--- src/logic/fpga_pkg.sv ---
// Constants assume a 125 MHz core clock. FIFO_DEPTH must be a power of two
package fpga_pkg;

    // UART bit timing for 8N1 at BAUD_RATE
    localparam int CLK_FREQ_HZ   = 125000000;
    localparam int BAUD_RATE     = 115200;
    localparam int CLKS_PER_BIT  = CLK_FREQ_HZ / BAUD_RATE;
    localparam int HALF_BIT_CLKS = CLKS_PER_BIT / 2;
    localparam int BIT_CNT_W     = $clog2(CLKS_PER_BIT);
    localparam int BYTE_W        = 8;

    // Switch and button debounce
    localparam int DEBOUNCE_RATE = 125000;
    localparam int DEBOUNCE_N    = 4;
    localparam int TICK_CNT_W    = $clog2(DEBOUNCE_RATE);

    // Echo buffer between receiver and transmitter
    localparam int FIFO_DEPTH = 16;
    localparam int FIFO_AW    = $clog2(FIFO_DEPTH);

    // Flip-flops per input synchronizer
    localparam int SYNC_STAGES = 2;

endpackage

--- src/logic/uart_rx.sv ---
// Expects rxd already synchronized; no parity, and a low stop bit silently drops the byte
module uart_rx
    import fpga_pkg::*;
(
    input  logic       clk,
    input  logic       rst_n,
    input  logic       rxd,
    output logic [7:0] rx_data,
    output logic       rx_valid
);

    logic                 rxd_q;
    logic                 busy;
    logic [3:0]           bit_idx;
    logic [BIT_CNT_W-1:0] cyc_cnt;
    logic [BIT_CNT_W-1:0] cyc_limit;
    logic                 bit_end;
    logic [7:0]           shift_reg;

    // Index 0 is the start bit, 1 to 8 data, 9 the stop bit
    // Start bit is checked after half a bit and the rest a full bit apart
    assign cyc_limit = (bit_idx == 4'd0) ? BIT_CNT_W'(HALF_BIT_CLKS - 1)
                                         : BIT_CNT_W'(CLKS_PER_BIT - 1);
    assign bit_end   = busy && (cyc_cnt == cyc_limit);
    assign rx_data   = shift_reg;

    always_ff @(posedge clk) begin
        if (!rst_n) begin
            rxd_q    <= 1'b1;
            busy     <= 1'b0;
            bit_idx  <= 4'd0;
            cyc_cnt  <= '0;
            rx_valid <= 1'b0;
        end else begin
            rxd_q    <= rxd;
            rx_valid <= 1'b0;
            if (!busy) begin
                // Falling edge opens a frame
                if (rxd_q && !rxd) begin
                    busy    <= 1'b1;
                    bit_idx <= 4'd0;
                    cyc_cnt <= '0;
                end
            end else if (!bit_end) begin
                cyc_cnt <= cyc_cnt + 1'b1;
            end else begin
                cyc_cnt <= '0;
                if (bit_idx == 4'd0) begin
                    // Line high again at mid start bit means a glitch
                    if (rxd) begin
                        busy <= 1'b0;
                    end else begin
                        bit_idx <= 4'd1;
                    end
                end else if (bit_idx == 4'd9) begin
                    busy     <= 1'b0;
                    rx_valid <= rxd;
                end else begin
                    bit_idx <= bit_idx + 1'b1;
                end
            end
        end
    end

    // LSB arrives first, so shift in from the top
    always_ff @(posedge clk) begin
        if (bit_end && bit_idx != 4'd0 && bit_idx != 4'd9) begin
            shift_reg <= {rxd, shift_reg[7:1]};
        end
    end

endmodule

--- src/logic/byte_fifo.sv ---
// First-word fall-through; writes when full and reads when empty are dropped with no flag
module byte_fifo
    import fpga_pkg::*;
(
    input  logic       clk,
    input  logic       rst_n,
    input  logic       wr_en,
    input  logic [7:0] wr_data,
    input  logic       rd_en,
    output logic [7:0] rd_data,
    output logic       empty
);

    logic [7:0]         mem [FIFO_DEPTH];
    logic [FIFO_AW-1:0] wr_ptr;
    logic [FIFO_AW-1:0] rd_ptr;
    logic [FIFO_AW:0]   count;
    logic               full;
    logic               do_wr;
    logic               do_rd;

    assign full    = (count == (FIFO_AW + 1)'(FIFO_DEPTH));
    assign empty   = (count == '0);
    assign do_wr   = wr_en && !full;
    assign do_rd   = rd_en && !empty;

    // Head entry is always on the output
    assign rd_data = mem[rd_ptr];

    // Pointers wrap on their own since the depth is a power of two
    always_ff @(posedge clk) begin
        if (!rst_n) begin
            wr_ptr <= '0;
            rd_ptr <= '0;
            count  <= '0;
        end else begin
            if (do_wr) begin
                wr_ptr <= wr_ptr + 1'b1;
            end
            if (do_rd) begin
                rd_ptr <= rd_ptr + 1'b1;
            end
            case ({do_wr, do_rd})
                2'b10:   count <= count + 1'b1;
                2'b01:   count <= count - 1'b1;
                default: count <= count;
            endcase
        end
    end

    always_ff @(posedge clk) begin
        if (do_wr) begin
            mem[wr_ptr] <= wr_data;
        end
    end

endmodule

--- src/logic/uart_tx.sv ---
// One idle cycle separates back-to-back frames; no flow control toward the line
module uart_tx
    import fpga_pkg::*;
(
    input  logic       clk,
    input  logic       rst_n,
    input  logic [7:0] fifo_data,
    input  logic       fifo_empty,
    output logic       fifo_rd,
    output logic       txd
);

    logic                 busy;
    logic [3:0]           bit_cnt;
    logic [BIT_CNT_W-1:0] cyc_cnt;
    logic                 bit_end;
    logic [8:0]           shift_reg;

    // Pop as soon as idle with data waiting
    assign fifo_rd = !busy && !fifo_empty;
    assign bit_end = busy && (cyc_cnt == BIT_CNT_W'(CLKS_PER_BIT - 1));

    always_ff @(posedge clk) begin
        if (!rst_n) begin
            busy    <= 1'b0;
            bit_cnt <= 4'd0;
            cyc_cnt <= '0;
            txd     <= 1'b1;
        end else if (fifo_rd) begin
            // Start bit goes out right away
            busy    <= 1'b1;
            bit_cnt <= 4'd0;
            cyc_cnt <= '0;
            txd     <= 1'b0;
        end else if (busy) begin
            if (!bit_end) begin
                cyc_cnt <= cyc_cnt + 1'b1;
            end else begin
                cyc_cnt <= '0;
                if (bit_cnt == 4'd9) begin
                    // Stop bit done with the line still high
                    busy <= 1'b0;
                end else begin
                    txd     <= shift_reg[0];
                    bit_cnt <= bit_cnt + 1'b1;
                end
            end
        end
    end

    // Data goes out LSB first with the stop bit parked on top
    always_ff @(posedge clk) begin
        if (fifo_rd) begin
            shift_reg <= {1'b1, fifo_data};
        end else if (bit_end) begin
            shift_reg <= {1'b1, shift_reg[8:1]};
        end
    end

endmodule

--- src/logic/debounce_switch.sv ---
// Raw inputs are sampled directly at the slow tick, so each pin must settle within one tick
module debounce_switch
    import fpga_pkg::*;
(
    input  logic       clk,
    input  logic       rst_n,
    input  logic [7:0] raw,
    output logic [7:0] clean
);

    logic [TICK_CNT_W-1:0]      tick_cnt;
    logic                       tick;
    logic [7:0][DEBOUNCE_N-1:0] hist;

    assign tick = (tick_cnt == TICK_CNT_W'(DEBOUNCE_RATE - 1));

    always_ff @(posedge clk) begin
        if (!rst_n) begin
            tick_cnt <= '0;
            hist     <= '0;
            clean    <= '0;
        end else begin
            tick_cnt <= tick ? '0 : tick_cnt + 1'b1;
            for (int i = 0; i < 8; i++) begin
                if (tick) begin
                    hist[i] <= {hist[i][DEBOUNCE_N-2:0], raw[i]};
                end
                // Output moves only on a unanimous history
                if (&hist[i]) begin
                    clean[i] <= 1'b1;
                end else if (~|hist[i]) begin
                    clean[i] <= 1'b0;
                end
            end
        end
    end

endmodule

--- src/logic/fpga_core.sv ---
// Inputs must already be synchronous to clk; LEDs show only the low nibble of the last byte
module fpga_core
    import fpga_pkg::*;
(
    input  logic       clk,
    input  logic       rst_n,
    input  logic       rxd,
    input  logic [3:0] sw,
    input  logic [3:0] btn,
    output logic       led0_r,
    output logic       led0_g,
    output logic       led1_r,
    output logic       led1_g,
    output logic       led2_r,
    output logic       led2_g,
    output logic       led3_r,
    output logic       led3_g,
    output logic       led4,
    output logic       led5,
    output logic       led6,
    output logic       led7,
    output logic       txd
);

    logic [BYTE_W-1:0] rx_data;
    logic              rx_valid;
    logic [BYTE_W-1:0] fifo_data;
    logic              fifo_empty;
    logic              fifo_rd;
    logic [3:0]        sw_db;
    logic [3:0]        btn_db;
    logic [3:0]        last_nib;

    // Echo path
    uart_rx rx_inst (
        .clk      (clk),
        .rst_n    (rst_n),
        .rxd      (rxd),
        .rx_data  (rx_data),
        .rx_valid (rx_valid)
    );

    byte_fifo fifo_inst (
        .clk     (clk),
        .rst_n   (rst_n),
        .wr_en   (rx_valid),
        .wr_data (rx_data),
        .rd_en   (fifo_rd),
        .rd_data (fifo_data),
        .empty   (fifo_empty)
    );

    uart_tx tx_inst (
        .clk        (clk),
        .rst_n      (rst_n),
        .fifo_data  (fifo_data),
        .fifo_empty (fifo_empty),
        .fifo_rd    (fifo_rd),
        .txd        (txd)
    );

    debounce_switch debounce_inst (
        .clk   (clk),
        .rst_n (rst_n),
        .raw   ({btn, sw}),
        .clean ({btn_db, sw_db})
    );

    // Buttons drive the red LEDs and switches the green
    assign {led3_r, led2_r, led1_r, led0_r} = btn_db;
    assign {led3_g, led2_g, led1_g, led0_g} = sw_db;

    // Low nibble of the last received byte
    always_ff @(posedge clk) begin
        if (!rst_n) begin
            last_nib <= 4'd0;
        end else if (rx_valid) begin
            last_nib <= rx_data[3:0];
        end
    end

    assign {led7, led6, led5, led4} = last_nib;

endmodule

--- src/logic/fpga.sv ---
// No clock buffering on clk; reset follows the button after SYNC_STAGES cycles
module fpga
    import fpga_pkg::*;
(
    input  logic       clk,
    input  logic       reset_n,
    input  logic [3:0] sw,
    input  logic [3:0] btn,
    input  logic       uart_rxd,
    output logic       led0_r,
    output logic       led0_g,
    output logic       led1_r,
    output logic       led1_g,
    output logic       led2_r,
    output logic       led2_g,
    output logic       led3_r,
    output logic       led3_g,
    output logic       led4,
    output logic       led5,
    output logic       led6,
    output logic       led7,
    output logic       uart_txd
);

    logic [SYNC_STAGES-1:0] rst_sync;
    logic [SYNC_STAGES-1:0] rxd_sync_q;
    logic                   rst_n;
    logic                   rxd_sync;

    // Button reset held low for as long as it is pressed
    always_ff @(posedge clk) begin
        rst_sync <= {rst_sync[SYNC_STAGES-2:0], reset_n};
    end

    assign rst_n = rst_sync[SYNC_STAGES-1];

    // UART line idles high
    always_ff @(posedge clk) begin
        if (!rst_n) begin
            rxd_sync_q <= '1;
        end else begin
            rxd_sync_q <= {rxd_sync_q[SYNC_STAGES-2:0], uart_rxd};
        end
    end

    assign rxd_sync = rxd_sync_q[SYNC_STAGES-1];

    fpga_core core_inst (
        .clk    (clk),
        .rst_n  (rst_n),
        .rxd    (rxd_sync),
        .sw     (sw),
        .btn    (btn),
        .led0_r (led0_r),
        .led0_g (led0_g),
        .led1_r (led1_r),
        .led1_g (led1_g),
        .led2_r (led2_r),
        .led2_g (led2_g),
        .led3_r (led3_r),
        .led3_g (led3_g),
        .led4   (led4),
        .led5   (led5),
        .led6   (led6),
        .led7   (led7),
        .txd    (uart_txd)
    );

endmodule

--- config.mk ---
export PLATFORM = sky130hd
export DESIGN_NAME = fpga
export DESIGN_NICKNAME = d
export VERILOG_FILES = /design/src/logic/fpga_pkg.sv /design/src/logic/uart_rx.sv /design/src/logic/byte_fifo.sv /design/src/logic/uart_tx.sv /design/src/logic/debounce_switch.sv /design/src/logic/fpga_core.sv /design/src/logic/fpga.sv
export SDC_FILE = /design/constraint.sdc
export NUM_CORES = 1
export LEC_CHECK = 0
export ABC_AREA = 1
export BUFFER_PORTS_ARGS = -buffer_cell sky130_fd_sc_hd__buf_2
export CAP_MARGIN = 30
export CELL_PAD_IN_SITES_DETAIL_PLACEMENT = 1
export CELL_PAD_IN_SITES_GLOBAL_PLACEMENT = 1
export CORE_ASPECT_RATIO = 1.2
export CORE_MARGIN = 4
export CORE_UTILIZATION = 44
export CTS_CLUSTER_SIZE = 16
export DETAILED_ROUTE_END_ITERATION = 10
export PLACE_DENSITY_LB_ADDON = 0.1
export SYNTH_ARGS = -nofsm -noshare
export SYNTH_HDL_FRONTEND = slang
export SYNTH_SLANG_ARGS = --single-unit
export TNS_END_PERCENT = 5
--- constraint.sdc ---
create_clock -name clk -period 2.3 [get_ports clk]
set_input_delay 0.46 -clock clk [delete_from_list [all_inputs] [get_ports clk]]
set_output_delay 0.46 -clock clk [all_outputs]
set_load 0.02 [all_outputs]
==> results of run 1 <==
==> layout by cell type (no fill, tap or decap), types with 30 or more instances in the layout <==
cell	count
nor2_1	207
edfxtp_1	144
dfxtp_1	114
o21ai_0	100
nand2_1	88
a21oi_1	82
inv_1	76
nand3_1	54
buf_4	37
o21ai_1	31
o211ai_1	30
==> logic make-up (layout without fill, tap and decap cells) <==
family	Yosys count	after routing	synth area share
AO/OA/AOI/OAI	268	268	0.138
XOR/XNOR	16	16	0.0130
adder cells (fa/ha/maj)	17	17	0.0198
buffers and inverters	125	189	0.0454
flip-flops	261	261	0.620
multiplexers	3	3	0.00280
AND/OR/NAND/NOR	403	403	0.160
==> metal layers <==
layer  wire length, um  vias up  track usage
met5                 0        -            0
met4               660        0       0.0537
met3               728       45       0.0228
met2             12200       90        0.330
met1             11800     3868        0.257
li1                  -     3901            -
==> metrics by stage <==
stage	hold WS (ns)	total power, mW	cells	cell area [um2]
after floorplan	0.310	6.90	1093	10700
final	0.0389	11.8	1477	12300
after detailed placement	0.318	7.60	1428	11400
after global placement	0.314	7.53	1428	11400
after CTS	0.0217	11.9	1477	12300
after global routing	0.0317	12.4	1477	12300
==> final cells by class <==
cell class              count  area, um2  share of cell area
clock buffers              42        785              0.0640
clock inverters             7       83.8             0.00684
repair buffers             62        433              0.0353
multi-input cells         707       3600               0.293
inverters                  78        293              0.0239
well taps                 320        400              0.0327
flip-flops and latches    261       6670               0.544
==> power by group through the flow <==
| stage | Combinational (mW) | Sequential (mW) | Clock [mW] |
|---|---|---|---|
| floorplan | 1.61 | 5.29 | 0 |
| global placement | 2.15 | 5.39 | 0 |
| detailed placement | 2.20 | 5.40 | 0 |
| CTS | 2.22 | 5.30 | 4.40 |
| global route | 2.50 | 5.32 | 4.60 |
| finish | 2.19 | 5.30 | 4.31 |
==> worst max-delay path, stage by stage, from the launching register on <==
cell     delay [ns]
dfxtp_1        0.36
nor2_2         0.16
nand3_1        0.10
nand2_1        0.10
inv_2          0.04
ha_1           0.26
xor2_1         0.19
ha_1           0.21
inv_1          0.06
nand2_1        0.08
xor2_1         0.15
o21ai_0        0.15
inv_1          0.06
==> worst min-delay path by stage <==
stage,startpoint,end,depth (start not counted)
floorplan,rst_sync[0]$_DFF_P_,rst_sync[1]$_DFF_P_,0
global placement,rst_sync[0]$_DFF_P_,rst_sync[1]$_DFF_P_,0
detailed placement,rst_sync[0]$_DFF_P_,rst_sync[1]$_DFF_P_,0
CTS,reset_n,rst_sync[0]$_DFF_P_,1
global route,reset_n,rst_sync[0]$_DFF_P_,1
finish,reset_n,rst_sync[0]$_DFF_P_,1
==> metrics.md, run 1 <==
| Metric | Value |
|---|---|
| Status | completed |
| Sw Ratio | 0.285 |
| Post-Route Utilization | 0.512 |
| Post-CTS Hold Buffers | 0 |
| CTS root buf | clkbuf_16 |
| First-pass GRT wire length | 41900 um |
| Reg2reg end | core_inst.fifo_inst.count[2]$_SDFFE_PN0P_ |
| Syn nets | 1121 |
| Critical Path Start | core_inst.fifo_inst.count[0]$_SDFFE_PN0P_ |
| EDFF count, synth | 144 |
| Final #Nets | 1165 |
| Via count | 7904 |
| Ys flop type | edfxtp_1 |
| Setup_tns | 0 ns |
| Worst R2R Path Depth | 12 |
| Drt initial violations | 384 |
| Top cells by area, synth | edfxtp_1 (40%), dfxtp_1 (22%), nor2_1 (7.3%), o21ai_0 (4.7%), a21oi_1 (3.8%) |
| Mapped Cells | 1093 |
| Tot GR Track Use | 0.192 |
| Htree depth | 1 |
| Reg clk slew, reported paths | 0.06 ns |
| Number of global-route vias before repair | 8057 |
| Hold Crit Class | input pin to flip-flop |
| Max Slew Vio Count | 0 |
| Drt pass-1 iters | 4 |
| Largest regs | core_inst.fifo_inst.mem x128, core_inst.debounce_inst.hist x32, core_inst.debounce_inst.tick_cnt x17 |
| Clk_lat worst skew | 0.53 ns |
| Flops & latches, synth | 261 |
| Initial core utilization | 0.448 |
| DIE AREA | 27000 um2 |
| Top Ports | 24 |
| Async SR Flop Fraction | 0 |
| Sw Pwr | 3.36 mW |
| Leading area contributor after synthesis | edfxtp_1 |
| Gp weighted congestion | 0.821 |
| Worst slew pin tran | 0.793 ns |
| Routed wire length | 25300 um |
| Worst setup EP type | flip-flop |
| CP Launch Type | flip-flop |
| PostCTS Resize Cnt | 0 |
| Worst-case clock buffer depth | 3 |
| Fillers | 2677 |
| Initial antenna violation count | 0 |
| Tcrit/Tclk final | 0.885 |
| Mean Syn Cell Area | 9.83 um2 |
| Clock share of power | 0.365 |
| Req. time, crit path | 2.71 ns |
| Combinational cell fraction of total power | 0.186 |
| Fraction of layout cells with a size suffix above 1 | 0.105 |
| Final min period | 2.03 ns |
| Fmax | 492 MHz |
| Crit Path Class | flip-flop to flip-flop |
| RSZ-0062 raised after global routing | no |
| Die width | 151 um |
| Leakage | 4.29 nW |
| Post-DP HPWL | 16500 um |
| I/O Buffers | 23 |
| Total CTS buffers | 27 |
| Post-synth top cells | nor2_1 (210), edfxtp_1 (144), dfxtp_1 (117) |
| Final setup violation count | 0 |
| Placement Setup Slack | 0.277 ns |
| Biggest register | core_inst.fifo_inst.mem |
| Via/cell ratio | 5.35 |
| Final worst slack | 0.266 ns |
| Grt total ovfl | 0 |
| CP endpoint | core_inst.fifo_inst.count[2]$_SDFFE_PN0P_ |
| Core area | 24000 um2 |
| Flop2flop setup slack | 0.27 ns |
| Synth warn | 0 |
| Reg-to-Reg Start | core_inst.fifo_inst.count[0]$_SDFFE_PN0P_ |
| # DRC | 0 |
| Row Count | 62 |
| Count leader, synth | nor2_1 |
| Post-synth top area share | 0.402 |
| Slew HR | 0.471 |
| Sequential element share of the synthesized area | 0.620 |
| Power per standard cell area | 962 nW/um2 |
| Internal power | 8.44 mW |
| Sequential power share | 0.449 |
| Fin Clk Skew | 0.0138 ns |
| Clock Sinks | 261 |
| Largest net degree at the start of global routing | 65 |
| WP data arrival | 2.45 ns |
| Area grow syn2layout | 14.1% |
| Post-route ant nets | 0 |
| Setup Buffers After CTS | 0 |
| N_diodes | 0 |
| Die height | 179 um |
| DR WL/cell | 17.1 um |
| CTS tree | yes |
| Worst VDD drop | 0.535 mV |
| Crit Path Max Fanout | 4 |
| Post-Syn Area | 10700 um2 |
| Max-cap violation count | 0 |
| Max reg flops | 128 |
| Library cells used by synthesis | 37 |
| Final count of hold timing violations | 0 |
Note: power is estimated with default switching activity, not from simulation.
==> inputs of run 2 (changes only) <==
Settings changed: CORE_UTILIZATION 44 to 46, CTS_BUF_LIST set to sky130_fd_sc_hd__clkbuf_4 sky130_fd_sc_hd__clkbuf_8.
==> run 2 against run 1 <==
  * Final cell count grew 1.9%
  * Setup slack gained 0.0095 ns
  * Clock power shrank 5.3%
  * Final area is essentially flat
  * Core utilization grew 2.1 points
  * Largest cell class unchanged
  * Flip-flop and latch count is the same
  * Highest routed layer unchanged
  * Via count grew 1.3%
  * Sequential share of layout area is essentially flat
  * Clock skew grew 0.010 ns
==> metrics.md, run 2 (synthesis gave the netlist of run 1 again) <==
| Metric | Value |
|---|---|
| WP data arrival | 2.46 ns |
| CP Launch Type | flip-flop |
| Tcrit/Tclk final | 0.880 |
| Tot GR Track Use | 0.203 |
| Slew HR | 0.468 |
| Reg clk slew, reported paths | 0.06 ns |
| Max-cap violation count | 0 |
| Die width | 148 um |
| Flop2flop setup slack | 0.28 ns |
| Row Count | 61 |
| Final min period | 2.02 ns |
| Leakage | 4.34 nW |
| Worst hold stages | 2 |
| Die height | 175 um |
| CTS tree | yes |
| Gp weighted congestion | 0.820 |
| CTS root buf | clkbuf_8 |
| Number of global-route vias before repair | 8380 |
| Worst VDD drop | 0.505 mV |
| Biggest register | core_inst.fifo_inst.mem |
| Grt total ovfl | 0 |
| Req. time, crit path | 2.73 ns |
| Hold Crit Class | input pin to flip-flop |
| Crit Path Max Fanout | 4 |
| Setup Buffers After CTS | 0 |
| Fin Clk Skew | 0.0238 ns |
| Final #Nets | 1184 |
| Top Ports | 24 |
| Post-route ant nets | 0 |
| Worst-case clock buffer depth | 3 |
| Placed insts | 1426 |
| Most frequent cells in the layout | nor2_1 (209), edfxtp_1 (144), dfxtp_1 (114) |
| # DRC | 0 |
| Hold EP | rxd_sync_q[0]$_SDFF_PN1_ |
| Largest net degree at the start of global routing | 65 |
| Post-DP HPWL | 16600 um |
| Initial core utilization | 0.466 |
| Routed wire length | 25800 um |
| Setup_tns | 0 ns |
| Hold path start | uart_rxd |
| Initial antenna violation count | 0 |
| Clock Sinks | 261 |
| N_diodes | 0 |
| Clk_lat worst skew | 0.54 ns |
| Fmax | 494 MHz |
| Core area | 23000 um2 |
| DR WL/cell | 17.1 um |
| Power per standard cell area | 947 nW/um2 |
| RSZ-0062 raised after global routing | no |
| Fraction of layout cells with a size suffix above 1 | 0.131 |
| Via count | 8003 |
| Worst slew pin tran | 0.797 ns |
| Area grow syn2layout | 14.2% |
| Fin cells | 1505 |
| Post-CTS Hold Buffers | 1 |
| Final count of hold timing violations | 0 |
| I/O Buffers | 23 |
| Max Slew Vio Count | 0 |
| Total CTS buffers | 42 |
| Worst R2R Path Depth | 14 |
| DIE AREA | 25900 um2 |
| Final setup violation count | 0 |
| Htree depth | 2 |
| Reg2reg end | core_inst.fifo_inst.count[4]$_SDFFE_PN0P_ |
| PostCTS Resize Cnt | 0 |
| First-pass GRT wire length | 42700 um |
| Leading cell type in the layout, fill and taps excluded | nor2_1 |
| Max reg flops | 128 |
| Drt initial violations | 345 |
| Crit Path Class | flip-flop to flip-flop |
| Worst setup EP type | flip-flop |
| Reg-to-Reg Start | core_inst.fifo_inst.count[0]$_SDFFE_PN0P_ |
| Largest regs | core_inst.fifo_inst.mem x128, core_inst.debounce_inst.hist x32, core_inst.debounce_inst.tick_cnt x17 |
| Drt pass-1 iters | 4 |
| Via/cell ratio | 5.32 |
| Status | completed |
[run 2: cell types whose count changed in the layout (fill, tap and decap cells not counted), sizes merged]
| cell | delta |
|---|---|
| buf | +3 |
| dlygate4sd3 | +1 |
| bufinv | -1 |
| clkinv | +7 |
| clkbuf | +23 |
[run 2: how the worst max path moves through the flow]
stage | to | start
3_3_place_gp | core_inst.fifo_inst.count[4]$_SDFFE_PN0P_ | core_inst.fifo_inst.count[0]$_SDFFE_PN0P_
4_1_cts | core_inst.fifo_inst.count[4]$_SDFFE_PN0P_ | core_inst.fifo_inst.count[0]$_SDFFE_PN0P_
2_1_floorplan | core_inst.fifo_inst.count[4]$_SDFFE_PN0P_ | core_inst.tx_inst.busy$_SDFF_PN0_
5_1_grt | core_inst.fifo_inst.count[4]$_SDFFE_PN0P_ | core_inst.fifo_inst.count[1]$_SDFFE_PN0P_
6_report | core_inst.fifo_inst.count[4]$_SDFFE_PN0P_ | core_inst.fifo_inst.count[0]$_SDFFE_PN0P_
3_5_place_dp | core_inst.fifo_inst.count[4]$_SDFFE_PN0P_ | core_inst.fifo_inst.count[0]$_SDFFE_PN0P_
[run 2: layout make-up]
cell class              instances  area (um2)
flip-flops and latches        261        6670
repair buffers                 66         453
clock buffers                  65         782
multi-input cells             707        3590
clock inverters                13        83.8
inverters                      78         293
fillers                      2635       10800
well taps                     315         394
[run 2: layer usage]
layer,track usage,part of all wire
met1,0.262,0.46
met2,0.349,0.49
met3,0.0323,0.031
met4,0.0664,0.023
met5,0,0
[run 2: stage by stage]
step | setup slack (ns) | cell area (um2) | utilization | hold slack (ns) | power (mW)
4_1_cts | 0.255 | 12300 | 0.532 | 0.0874 | 11.8
6_report | 0.275 | 12300 | 0.532 | 0.120 | 11.6
2_1_floorplan | 0.111 | 10700 | - | 0.310 | 6.90
3_5_place_dp | 0.279 | 11400 | 0.494 | 0.321 | 7.65
3_3_place_gp | 0.392 | 11400 | 0.494 | 0.312 | 7.57
5_1_grt | 0.0391 | 12300 | 0.532 | 0.110 | 12.3
[run 2: where the power goes]
group	switching, mW	internal [mW]
Clock	1.80	2.28
Sequential	0.167	5.12
Combinational	1.48	0.783
[run 2: critical path, cell delays in order, from the launching register on]
cell and delay (ns):
dfxtp_1 0.34, nor2_1 0.17, nand3_1 0.10, nand2_1 0.10
inv_2 0.04, ha_1 0.25, xor2_1 0.24, ha_1 0.19
inv_1 0.04, nand2_1 0.08, nand2_1 0.09, nand3_1 0.09
nand3_1 0.08, nand2_1 0.07, inv_1 0.04
